$ cat src/sniff_pkg.sv
//##########################################################################
// Error codes are bit indices into the error vector. Both request
// channels share one request-type space, so reads sit in the upper half
//##########################################################################
package sniff_pkg;

   // Cache-line address width
   localparam int ADDR_WIDTH = 42;

   // Request types for channel 0 and channel 1
   typedef enum logic [3:0] {
      REQ_WRLINE_I = 4'h0,
      REQ_WRLINE_M = 4'h1,
      REQ_WRPUSH_I = 4'h2,
      REQ_WRFENCE  = 4'h4,
      REQ_RDLINE_I = 4'h8,
      REQ_RDLINE_S = 4'h9
   } req_type_t;

   // Line count of a request, 2'b10 is illegal
   typedef enum logic [1:0] {
      CL_LEN_1 = 2'b00,
      CL_LEN_2 = 2'b01,
      CL_LEN_3 = 2'b10,
      CL_LEN_4 = 2'b11
   } cl_len_t;

   // Virtual channel select
   typedef logic [1:0] vc_sel_t;

   // One code per checked rule
   typedef enum logic [4:0] {
      SNIFF_C0TX_INVALID_REQTYPE    = 5'd0,
      SNIFF_C0TX_OVERFLOW           = 5'd1,
      SNIFF_C0TX_ADDRALIGN_2_ERROR  = 5'd2,
      SNIFF_C0TX_ADDRALIGN_4_ERROR  = 5'd3,
      SNIFF_C0TX_RESET_IGNORED_WARN = 5'd4,
      SNIFF_C0TX_3CL_REQUEST        = 5'd5,
      SNIFF_C1TX_INVALID_REQTYPE    = 5'd6,
      SNIFF_C1TX_OVERFLOW           = 5'd7,
      SNIFF_C1TX_ADDRALIGN_2_ERROR  = 5'd8,
      SNIFF_C1TX_ADDRALIGN_4_ERROR  = 5'd9,
      SNIFF_C1TX_RESET_IGNORED_WARN = 5'd10,
      SNIFF_C1TX_UNEXP_VCSEL        = 5'd11,
      SNIFF_C1TX_UNEXP_ADDR         = 5'd12,
      SNIFF_C1TX_UNEXP_REQTYPE      = 5'd13,
      SNIFF_C1TX_SOP_NOT_SET        = 5'd14,
      SNIFF_C1TX_SOP_SET_MCL1TO3    = 5'd15,
      SNIFF_C1TX_3CL_REQUEST        = 5'd16,
      SNIFF_C1TX_WRFENCE_IN_MCL1TO3 = 5'd17,
      MMIO_RDRSP_TIMEOUT            = 5'd18,
      MMIO_RDRSP_UNSOLICITED        = 5'd19,
      MMIO_RDRSP_RESET_IGNORED_WARN = 5'd20
   } sniff_code_t;

   localparam int SNIFF_VECTOR_WIDTH = 21;

   // Error vector, one bit per code
   typedef logic [SNIFF_VECTOR_WIDTH-1:0] sniff_vec_t;

endpackage

$ cat src/mmio_track_if.sv
//##########################################################################
// Per-TID MMIO tracking bits, one bit per TID in each array
//##########################################################################
`timescale 1ns/100ps

interface mmio_track_if #(
   parameter int TID_WIDTH = 4
) ();

   localparam int NUM_TID = 2**TID_WIDTH;

   // One-hot request and response hits
   logic [NUM_TID-1:0] req_hit;
   logic [NUM_TID-1:0] rsp_hit;
   // Tracker state, one bit per tracker instance
   logic [NUM_TID-1:0] active;
   logic [NUM_TID-1:0] timeout;

   modport dispatch (
      output req_hit,
      output rsp_hit,
      input  active
   );

   modport track (
      input  req_hit,
      input  rsp_hit,
      output active,
      output timeout
   );

   modport drain (
      input timeout
   );

endinterface

$ cat src/sniff_c1_if.sv
//##########################################################################
// Channel 1 request header as seen by the checkers, read-only
//##########################################################################
`timescale 1ns/100ps

interface sniff_c1_if import sniff_pkg::*; ();

   // Header fields of one channel 1 beat
   logic                  valid;
   req_type_t             req_type;
   cl_len_t               cl_len;
   logic [ADDR_WIDTH-1:0] address;
   vc_sel_t               vc_sel;
   logic                  sop;

   // Checkers only watch
   modport mon (
      input valid,
      input req_type,
      input cl_len,
      input address,
      input vc_sel,
      input sop
   );

endinterface

$ cat src/ccip_sniffer.sv
//##########################################################################
// Observe-only protocol checker, error_code lags the offending beat by one
//##########################################################################
`timescale 1ns/100ps

module ccip_sniffer import sniff_pkg::*; #(
   parameter int TID_WIDTH      = 4,
   parameter int TIMEOUT_CYCLES = 64
) (
   input  logic                  clk,
   input  logic                  ase_reset,
   input  logic                  soft_reset,
   input  logic                  c0_realfull,
   input  logic                  c1_realfull,
   input  logic                  c0_valid,
   input  req_type_t             c0_req_type,
   input  cl_len_t               c0_cl_len,
   input  logic [ADDR_WIDTH-1:0] c0_address,
   input  logic                  c1_valid,
   input  req_type_t             c1_req_type,
   input  cl_len_t               c1_cl_len,
   input  logic [ADDR_WIDTH-1:0] c1_address,
   input  vc_sel_t               c1_vc_sel,
   input  logic                  c1_sop,
   input  logic                  c2_mmio_rd_valid,
   input  logic [TID_WIDTH-1:0]  c2_tid,
   input  logic                  rx_mmio_rd_valid,
   input  logic [TID_WIDTH-1:0]  rx_mmio_tid,
   output sniff_vec_t            error_code
);

   localparam int NUM_TID = 2**TID_WIDTH;

   sniff_vec_t tx_errors;
   sniff_vec_t mcl_errors;
   sniff_vec_t mmio_errors;

   sniff_c1_if c1_bus ();
   mmio_track_if #(.TID_WIDTH(TID_WIDTH)) trk_bus ();

   // Channel 1 header into the shared bundle
   assign c1_bus.valid    = c1_valid;
   assign c1_bus.req_type = c1_req_type;
   assign c1_bus.cl_len   = c1_cl_len;
   assign c1_bus.address  = c1_address;
   assign c1_bus.vc_sel   = c1_vc_sel;
   assign c1_bus.sop      = c1_sop;

   sniff_tx_checker tx_chk_i (
      .c0_valid, .c0_req_type, .c0_cl_len, .c0_address, .c0_realfull,
      .c1_realfull, .soft_reset, .c2_mmio_rd_valid,
      .c1(c1_bus.mon), .errors(tx_errors)
   );

   sniff_mcl_fsm mcl_i (.clk, .ase_reset, .c1(c1_bus.mon), .errors(mcl_errors));

   sniff_mmio_dispatch #(.TID_WIDTH(TID_WIDTH)) disp_i (
      .rx_mmio_rd_valid, .rx_mmio_tid, .c2_mmio_rd_valid, .c2_tid,
      .trk(trk_bus.dispatch), .errors(mmio_errors)
   );

   // One tracker per MMIO TID
   for (genvar i = 0; i < NUM_TID; i++) begin : gen_trk
      sniff_mmio_tracker #(
         .TID_WIDTH(TID_WIDTH), .TIMEOUT_CYCLES(TIMEOUT_CYCLES), .INDEX(i)
      ) trk_i (.clk, .ase_reset, .trk(trk_bus.track));
   end

   sniff_error_collect #(.TID_WIDTH(TID_WIDTH)) coll_i (
      .clk, .ase_reset, .tx_errors, .mcl_errors, .mmio_errors,
      .trk(trk_bus.drain), .error_code
   );

endmodule

$ cat src/sniff_error_collect.sv
//##########################################################################
// One register stage; every bit is a single-cycle pulse per violation
//##########################################################################
`timescale 1ns/100ps

module sniff_error_collect import sniff_pkg::*; #(
   parameter int TID_WIDTH = 4
) (
   input  logic       clk,
   input  logic       ase_reset,
   input  sniff_vec_t tx_errors,
   input  sniff_vec_t mcl_errors,
   input  sniff_vec_t mmio_errors,
   mmio_track_if.drain trk,
   output sniff_vec_t error_code
);

   localparam int NUM_TID = 2**TID_WIDTH;

   sniff_vec_t merged;

   always_comb begin
      // Sources own disjoint bits
      merged = tx_errors | mcl_errors | mmio_errors;
      // Any tracker timing out
      merged[MMIO_RDRSP_TIMEOUT] = merged[MMIO_RDRSP_TIMEOUT] |
                                   (|trk.timeout[NUM_TID-1:0]);
   end

   always_ff @(posedge clk) begin
      if (ase_reset) begin
         error_code <= '0;
      end else begin
         error_code <= merged;
      end
   end

endmodule

$ cat src/sniff_mcl_fsm.sv
//##########################################################################
// Tracks channel 1 multi-line bursts; only 2- and 4-line SOP writes start
// one, fences are transparent outside a burst, illegal types are ignored
//##########################################################################
`timescale 1ns/100ps

module sniff_mcl_fsm import sniff_pkg::*; (
   input  logic       clk,
   input  logic       ase_reset,
   sniff_c1_if.mon    c1,
   output sniff_vec_t errors
);

   // One-hot with one state per expected beat
   typedef enum logic [3:0] {
      ST_IDLE  = 4'b0001,
      ST_BEAT1 = 4'b0010,
      ST_BEAT2 = 4'b0100,
      ST_BEAT3 = 4'b1000
   } mcl_state_t;

   mcl_state_t state;
   mcl_state_t state_nxt;
   logic       capture;
   logic       c1_wr;
   logic       c1_fence;
   logic [1:0] beat_idx;
   logic [1:0] addr_exp;

   // Burst base from the SOP beat
   vc_sel_t    base_vc;
   req_type_t  base_type;
   cl_len_t    base_len;
   logic [1:0] base_addr;

   assign c1_wr    = c1.valid && (c1.req_type inside {REQ_WRLINE_M, REQ_WRLINE_I,
                                                      REQ_WRPUSH_I});
   assign c1_fence = c1.valid && (c1.req_type == REQ_WRFENCE);

   // Beat position inside the burst
   always_comb begin
      case (state)
         ST_BEAT1: beat_idx = 2'd1;
         ST_BEAT2: beat_idx = 2'd2;
         ST_BEAT3: beat_idx = 2'd3;
         default:  beat_idx = 2'd0;
      endcase
   end

   // Wraps within the 4-line block
   assign addr_exp = base_addr + beat_idx;

   always_comb begin
      errors    = '0;
      state_nxt = state;
      capture   = 1'b0;
      case (state)
         ST_IDLE: begin
            // First line of a request must carry SOP
            errors[SNIFF_C1TX_SOP_NOT_SET] = c1_wr && !c1.sop;
            if (c1_wr && c1.sop) begin
               errors[SNIFF_C1TX_3CL_REQUEST] = (c1.cl_len == CL_LEN_3);
               errors[SNIFF_C1TX_ADDRALIGN_2_ERROR] = (c1.cl_len == CL_LEN_2) &&
                                                      c1.address[0];
               errors[SNIFF_C1TX_ADDRALIGN_4_ERROR] = (c1.cl_len == CL_LEN_4) &&
                                                      (c1.address[1:0] != 2'b00);
               // Single line and 3CL stay idle
               if (c1.cl_len inside {CL_LEN_2, CL_LEN_4}) begin
                  capture   = 1'b1;
                  state_nxt = ST_BEAT1;
               end
            end
         end
         ST_BEAT1, ST_BEAT2, ST_BEAT3: begin
            if (c1_wr) begin
               errors[SNIFF_C1TX_SOP_SET_MCL1TO3] = c1.sop;
               errors[SNIFF_C1TX_UNEXP_VCSEL]     = (c1.vc_sel != base_vc);
               errors[SNIFF_C1TX_UNEXP_REQTYPE]   = (c1.req_type != base_type);
               errors[SNIFF_C1TX_UNEXP_ADDR]      = (c1.address[1:0] != addr_exp);
            end
            // Fence does not advance the burst
            errors[SNIFF_C1TX_WRFENCE_IN_MCL1TO3] = c1_fence;
            if (c1_wr) begin
               if (state == ST_BEAT1 && base_len == CL_LEN_4) begin
                  state_nxt = ST_BEAT2;
               end else if (state == ST_BEAT2) begin
                  state_nxt = ST_BEAT3;
               end else begin
                  state_nxt = ST_IDLE;
               end
            end
         end
         default: state_nxt = ST_IDLE;
      endcase
   end

   always_ff @(posedge clk) begin
      if (ase_reset) begin
         state <= ST_IDLE;
      end else begin
         state <= state_nxt;
      end
   end

   always_ff @(posedge clk) begin
      if (capture) begin
         base_vc   <= c1.vc_sel;
         base_type <= c1.req_type;
         base_len  <= c1.cl_len;
         base_addr <= c1.address[1:0];
      end
   end

   // Exactly one state bit set
   a_state_legal: assert property (@(posedge clk) disable iff (ase_reset)
      $onehot(state));

endmodule

$ cat src/sniff_mmio_dispatch.sv
//##########################################################################
// Unsolicited is judged against the tracker flags before the clock edge
//##########################################################################
`timescale 1ns/100ps

module sniff_mmio_dispatch import sniff_pkg::*; #(
   parameter int TID_WIDTH = 4
) (
   input  logic                 rx_mmio_rd_valid,
   input  logic [TID_WIDTH-1:0] rx_mmio_tid,
   input  logic                 c2_mmio_rd_valid,
   input  logic [TID_WIDTH-1:0] c2_tid,
   mmio_track_if.dispatch       trk,
   output sniff_vec_t           errors
);

   localparam int NUM_TID = 2**TID_WIDTH;

   // Decode TIDs to one-hot hits
   assign trk.req_hit = rx_mmio_rd_valid ? (NUM_TID'(1) << rx_mmio_tid) : '0;
   assign trk.rsp_hit = c2_mmio_rd_valid ? (NUM_TID'(1) << c2_tid) : '0;

   always_comb begin
      errors = '0;
      // Response to a TID with nothing outstanding
      errors[MMIO_RDRSP_UNSOLICITED] = c2_mmio_rd_valid && !trk.active[c2_tid];
   end

   // At most one tracker addressed per direction
   always_comb begin
      a_hit_onehot: assert ($onehot0(trk.req_hit) && $onehot0(trk.rsp_hit));
   end

endmodule

$ cat src/sniff_mmio_tracker.sv
//##########################################################################
// Timer saturates at the limit, one timeout pulse per request; a late
// response just clears the entry
//##########################################################################
`timescale 1ns/100ps

module sniff_mmio_tracker #(
   parameter int TID_WIDTH      = 4,
   parameter int TIMEOUT_CYCLES = 64,
   parameter int INDEX          = 0
) (
   input  logic       clk,
   input  logic       ase_reset,
   mmio_track_if.track trk
);

   localparam int               CNT_W   = $clog2(TIMEOUT_CYCLES + 1);
   localparam logic [CNT_W-1:0] CNT_MAX = CNT_W'(TIMEOUT_CYCLES);

   logic             active;
   logic             timeout;
   logic [CNT_W-1:0] timer;

   // Instance must map onto a real TID
   if (INDEX >= 2**TID_WIDTH) begin : gen_bad_index
      $error("MMIO tracker index outside the TID range");
   end

   always_ff @(posedge clk) begin
      if (ase_reset) begin
         active  <= 1'b0;
         timer   <= '0;
         timeout <= 1'b0;
      end else begin
         timeout <= 1'b0;
         // Request wins over a same-cycle response
         if (trk.req_hit[INDEX]) begin
            active <= 1'b1;
            timer  <= '0;
         end else if (trk.rsp_hit[INDEX]) begin
            active <= 1'b0;
            timer  <= '0;
         end else if (active && timer != CNT_MAX) begin
            timer <= timer + 1'b1;
            // Pulse on the edge the limit is reached
            timeout <= (timer == CNT_MAX - 1'b1);
         end
      end
   end

   assign trk.active[INDEX]  = active;
   assign trk.timeout[INDEX] = timeout;

   a_timer_bound: assert property (@(posedge clk) disable iff (ase_reset)
      timer <= CNT_MAX);

endmodule

$ cat src/sniff_tx_checker.sv
//##########################################################################
// Purely combinational, errors are valid in the cycle of the request
//##########################################################################
`timescale 1ns/100ps

module sniff_tx_checker import sniff_pkg::*; (
   input  logic                  c0_valid,
   input  req_type_t             c0_req_type,
   input  cl_len_t               c0_cl_len,
   input  logic [ADDR_WIDTH-1:0] c0_address,
   input  logic                  c0_realfull,
   input  logic                  c1_realfull,
   input  logic                  soft_reset,
   input  logic                  c2_mmio_rd_valid,
   sniff_c1_if.mon               c1,
   output sniff_vec_t            errors
);

   logic c0_is_rd;
   logic c0_rd_req;
   logic c1_legal;

   // Channel 0 carries reads only
   assign c0_is_rd  = c0_req_type inside {REQ_RDLINE_S, REQ_RDLINE_I};
   assign c0_rd_req = c0_valid && c0_is_rd;

   // Channel 1 carries writes and fences
   assign c1_legal = c1.req_type inside {REQ_WRLINE_M, REQ_WRLINE_I,
                                         REQ_WRPUSH_I, REQ_WRFENCE};

   always_comb begin
      errors = '0;

      // Request type legality
      errors[SNIFF_C0TX_INVALID_REQTYPE] = c0_valid && !c0_is_rd;
      errors[SNIFF_C1TX_INVALID_REQTYPE] = c1.valid && !c1_legal;

      // Three-line reads are illegal
      errors[SNIFF_C0TX_3CL_REQUEST] = c0_rd_req && (c0_cl_len == CL_LEN_3);

      // 2-line needs bit 0 clear
      errors[SNIFF_C0TX_ADDRALIGN_2_ERROR] = c0_rd_req && (c0_cl_len == CL_LEN_2) &&
                                             c0_address[0];
      // 4-line needs low two bits clear
      errors[SNIFF_C0TX_ADDRALIGN_4_ERROR] = c0_rd_req && (c0_cl_len == CL_LEN_4) &&
                                             (c0_address[1:0] != 2'b00);

      // Issued while the channel is full
      errors[SNIFF_C0TX_OVERFLOW] = c0_valid && c0_realfull;
      errors[SNIFF_C1TX_OVERFLOW] = c1.valid && c1_realfull;

      // Any traffic under soft reset
      errors[SNIFF_C0TX_RESET_IGNORED_WARN] = c0_valid && soft_reset;
      errors[SNIFF_C1TX_RESET_IGNORED_WARN] = c1.valid && soft_reset;
      errors[MMIO_RDRSP_RESET_IGNORED_WARN] = c2_mmio_rd_valid && soft_reset;
   end

endmodule

$ cat config.mk
export PLATFORM = sky130hd
export DESIGN_NAME = ccip_sniffer
export DESIGN_NICKNAME = d
export VERILOG_FILES = /design/src/sniff_pkg.sv /design/src/mmio_track_if.sv /design/src/sniff_c1_if.sv /design/src/ccip_sniffer.sv /design/src/sniff_error_collect.sv /design/src/sniff_mcl_fsm.sv /design/src/sniff_mmio_dispatch.sv /design/src/sniff_mmio_tracker.sv /design/src/sniff_tx_checker.sv
export SDC_FILE = /design/constraint.sdc
export NUM_CORES = 1
export LEC_CHECK = 0
export BUFFER_PORTS_ARGS = -buffer_cell sky130_fd_sc_hd__buf_2
export CAP_MARGIN = 20
export CORE_ASPECT_RATIO = 1.4
export CORE_MARGIN = 8
export CORE_UTILIZATION = 55
export CTS_CLUSTER_SIZE = 16
export DETAILED_ROUTE_END_ITERATION = 8
export PLACE_DENSITY = 0.78
export REMOVE_ABC_BUFFERS = 1
export SLEW_MARGIN = 40
export SYNTH_ARGS = -nofsm -noshare
export SYNTH_HDL_FRONTEND = slang
export SYNTH_SLANG_ARGS = --single-unit
$ cat constraint.sdc
create_clock -name clk -period 2.1 [get_ports clk]
set_input_delay 0.315 -clock clk [delete_from_list [all_inputs] [get_ports clk]]
set_output_delay 0.315 -clock clk [all_outputs]
set_load 0.01 [all_outputs]
# Word-level counts from Yosys, hierarchy flattened
# Cells that the tools add are included.
# W data, S select, Z words.
[word_totals] reg_bits=179 input_bits=116 output_inout_bits=21
[classes] n_addsub=17 magnitude_cmp=1 n_eq_ne=54 n_shift=2 mux=56 bitwise=19 reduce_logical=99
[op_table] cell="$add A7 B1 Y7 const B" count=16
[op_table] cell="$eq A7 B6 Y1 const B" count=16
[op_table] cell="$ne A7 B7 Y1 const B" count=16
[op_table] cell="$reduce_or A4 Y1" count=16
[op_table] cell="$reduce_or A3 Y1" count=17
[op_table] cell="$mux W1" count=42
[op_table] cell="$reduce_bool A2 Y1" count=20
[op_table] cell="$logic_and A1 B1 Y1" count=37
[op_table] cell="$mux W16" count=2
[op_table] cell="$shl A1 B4 Y16 const A" count=2
[op_table] cell="$or A21 B18 Y21" count=1
[op_table] cell="$or A21 B20 Y21" count=1
[op_table] cell="$mux W4" count=5
[op_table] cell="$not A1 Y1" count=16
[op_table] cell="$reduce_or A16 Y1" count=1
[op_table] cell="$eq A4 B4 Y1 const B" count=3
[op_table] cell="$eq A2 B2 Y1 const B" count=5
[op_table] cell="$eq A4 B1 Y1 const B" count=2
[op_table] cell="$eq A4 B2 Y1 const B" count=2
[op_table] cell="$eq A4 B3 Y1 const B" count=2
[op_table] cell="$pmux W4 S2" count=1
[op_table] cell="$mux W3" count=2
[op_table] cell="$ne A2 B1 Y1 const B" count=3
[op_table] cell="$pmux W2 S3" count=1
[op_table] cell="13 further kinds" count=19

# Longest topological paths before layout
[logic_depth] depth_word=9 depth_mapped=8

# Worst setup path after synthesis
# No wires, ideal clock.
[synth_path] path_kind="flip-flop to flip-flop" from="register mcl_i.state[1]" to="register mcl_i.base_addr[0] (enable)" setup_ns=0.335 t_arrival_ns=1.351 required_ns=1.765 path_slack_ns=0.415 path_stages_with_launch=5 path_buffers=1 cell_sequence="dfxtp_1 -> clkbuf_1 -> nor4_1 -> nand4_1 -> inv_1"
[synth_between] elab_chain_cells=2
[synth_rtl] element="start: declaration" line="sniff_mcl_fsm.sv:22" source="mcl_state_t state;"
[synth_rtl] element="start signal: assignment" line="sniff_mcl_fsm.sv:101" source="state <= state_nxt;"
[synth_rtl] element="$eq A4 B1 Y1" line="sniff_mcl_fsm.sv:57" source="case (state)"
[synth_rtl] element="$mux W1" line="sniff_mcl_fsm.sv:57"
[synth_rtl] element="named net mcl_i.capture" line="sniff_mcl_fsm.sv:24" source="logic capture;"
[synth_rtl] element="end signal: assignment" line="sniff_mcl_fsm.sv:110" source="base_addr <= c1.address[1:0];"
[synth_rtl] element="end: declaration" line="sniff_mcl_fsm.sv:34" source="logic [1:0] base_addr;"
# The timed path passes the listed nets, and every way through them passes these cells.
# A chain may end at the register's enable or synchronous reset.

# Worst setup path after layout
[layout_path] from="register gen_trk[10].trk_i.timer[2]" to="register gen_trk[10].trk_i.timer[1]"
[layout_between] elab_chain_cells=2
[layout_rtl] element="start: declaration" line="sniff_mmio_tracker.sv:22" source="logic [CNT_W-1:0] timer;"
[layout_rtl] element="start signal: assignment" line="sniff_mmio_tracker.sv:44" source="timer <= timer + 1'b1;"
[layout_rtl] element="$ne A7 B7 Y1" line="sniff_mmio_tracker.sv:43" source="end else if (active && timer != CNT_MAX) begin"
[layout_rtl] element="$logic_and A1 B1 Y1" line="sniff_mmio_tracker.sv:43"
# Every way passes these cells.

==> flow_summary.toml <==
[timing]
tightest_slew_ps = 624
fin_crit_sh_pct = 80.5
finalCriticalPeriod_ps = 1690
clock-skew-final_ps = 12.4
setup_tns_ps = 0
finalHoldViolations = 0
relSlewSlack_pct = 58.0
fmax_ghz = 0.591
setup_viol = 0
slew_violations = 0
fin_ws_ps = 409
rsz0062_at_grt = "false"
hold_slack_ps = 64.0

[yosys]
async_reset_ff_share_pct = 0
yosys_most_used_dff = "dfxtp_1"
ys_seq_area_share_pct = 46.1
synth_most_common_cell = "nor2_1"
yosys.area.top_type = "dfxtp_1"
synth_area_leaders = "dfxtp_1 (42%), nor2_1 (8.8%), xnor2_1 (6.7%), ha_1 (5.2%), edfxtp_1 (3.8%)"
yosys_warnings = 0
synth_edf_count = 10
ys_seq_elements = 179
synth_area_um2 = 7980
syn_inst = 876
yosys-top-cells-count = "nor2_1 (188), dfxtp_1 (169), xnor2_1 (61)"
yosysTopAreaCellShare_pct = 42.4
synth_cell_types = 53
syn_area_per_cell_um2 = 9.11

[outcome]
outcome = "completed"

[clock_tree]
root_buffer = "clkbuf_16"
clock_path_buffers = 2
cts_buffers = 17
cts_tree = "yes"
postCtsHoldBufs = 0
clk_latency_ps = 430
cts.sink_count = 179
cts_setup_buffers = 0
clk_pin_slew_worst_paths_ps = 70
ctsHtreeMaxLevel = 4
cts_resized = 0

[route]
wl_mm = 15.4
vias = 6185
wire_per_inst_um = 13.4
via_per_inst = 5.40
firstDrtPassIters = 4
drt_iter0_drc = 314
drtAntennaViolNets = 0
drcViolationCount = 0

[global_routing]
antenna_found_initial = 1
gr-total-overflow = 0
gr-usage-all-layers_pct = 17.1
grt_pass1_vias = 5935
grt_pass1_wl_mm = 26.6
grt_start_max_net_pins = 37

[pwr]
power_mw = 7.29
vdd_ir_drop_max_uv = 490
p_leak_nw = 3.54
p_per_area_nw_per_um2 = 796

[floorplanning]
dieWidth_um = 118
fp.dieH_um = 159
ios = 137
start_util_pct = 55.8
rows = 52
die_area_um2 = 18700
core-area_um2 = 14300

[finish]
final_cells = 1145
syn2layout_area_growth_pct = 14.6
nets = 1092
n_antenna_cell = 0
drive_above_1_share_pct = 12.7
fin_area_um2 = 9150
final_util_pct = 63.9
fillers = 1208

[run]
cap_violations = 0

[placement]
dpl.hpwl_mm = 11.0
portBuffers = 55
dpl_worst_slack_ps = 203
dp_cells = 1113
place.gp.congestion = 0.817
placedInstanceArea_um2 = 8500

[setup_path]
crit_chain = "or4b_1, o21ai_0, mux2i_1, nor2_1"
r2r_setup_slack_ps = 410
critPathCaptureType = "flip-flop"
crit_required_ps = 2410
crit_slowest_cell = "or4b_1"
crit_fanout = 6
path_class = "flip-flop to flip-flop"
arrival_ps = 2000
slowest_delay_ps = 520
startpoint_type = "flip-flop"
crit_family = "simple AND/OR/NAND/NOR gates"
critPathBufInv = 0

[min_path]
hold_path.class = "input port to flip-flop"
-- worst paths after layout --
check                              from                          to  cells after the start
max          gen_trk[10].trk_i.timer[2]  gen_trk[10].trk_i.timer[1]                      4
min                        c0_cl_len[1]        coll_i.error_code[2]                      2
max reg2reg  gen_trk[10].trk_i.timer[2]  gen_trk[10].trk_i.timer[1]                      4
min reg2reg   gen_trk[9].trk_i.timer[6]    gen_trk[9].trk_i.timeout                      1
-- area by class of cell --
cell class / instances / area (µm²) / share of cell area [%]
Sequential cell: 179 / 3680 / 40.3
Timing Repair Buffer: 66 / 370 / 4.05
Inverter: 56 / 210 / 2.30
Clock inverter: 14 / 220 / 2.41
Multi-Input combinational cell: 623 / 4000 / 43.7
Tap cell: 189 / 236 / 2.58
Clock buffer: 18 / 429 / 4.69
-- cell usage in the layout, fill, tap and decap left out, drive strengths merged, types with 16 or more instances in the layout --
| master | synthesis | layout |
|---|---|---|
| nor4 | 28 | 28 |
| nor2 | 188 | 188 |
| clkbuf | 9 | 18 |
| a21oi | 33 | 33 |
| buf | 9 | 66 |
| nand2 | 56 | 56 |
| ha | 33 | 33 |
| inv | 56 | 62 |
| xor2 | 32 | 32 |
| mux2i | 16 | 16 |
| nand4 | 35 | 35 |
| xnor2 | 61 | 61 |
| dfxtp | 169 | 169 |
-- report_power, final --
part	switching, mW	internal, mW	leakage, nW
registers	0.0201	3.45	1.45
clock network	1.39	2.13	0.322
logic	0.180	0.120	1.76
total	1.59	5.70	3.54
-- flip-flops by register name, summed over array words and instances, names as in the netlist --
register and count:
gen_trk.trk_i.active 16, gen_trk.trk_i.timer 112, coll_i.error_code 21, mcl_i.base_type 4, gen_trk.trk_i.timeout 16, mcl_i.state 4, mcl_i.base_len 2, mcl_i.base_addr 2
mcl_i.base_vc 2
-- routing by layer --
layer,GRT usage (%),routed length (µm)
met1,18.8,6640
met2,30.8,7790
met3,4.29,721
met4,7.77,231
met5,0,11
-- cell families after synthesis --
| family | synth area share [%] |
|---|---|
| DFF | 46.1 |
| adders and majority gates | 5.30 |
| buffers and inverters | 3.75 |
| AOI/OAI and AO/OA | 7.49 |
| muxes | 3.56 |
| xor gates and xnor gates | 10.2 |
| and+or+nand+nor | 23.6 |
(Power assumes the default switching activity.)
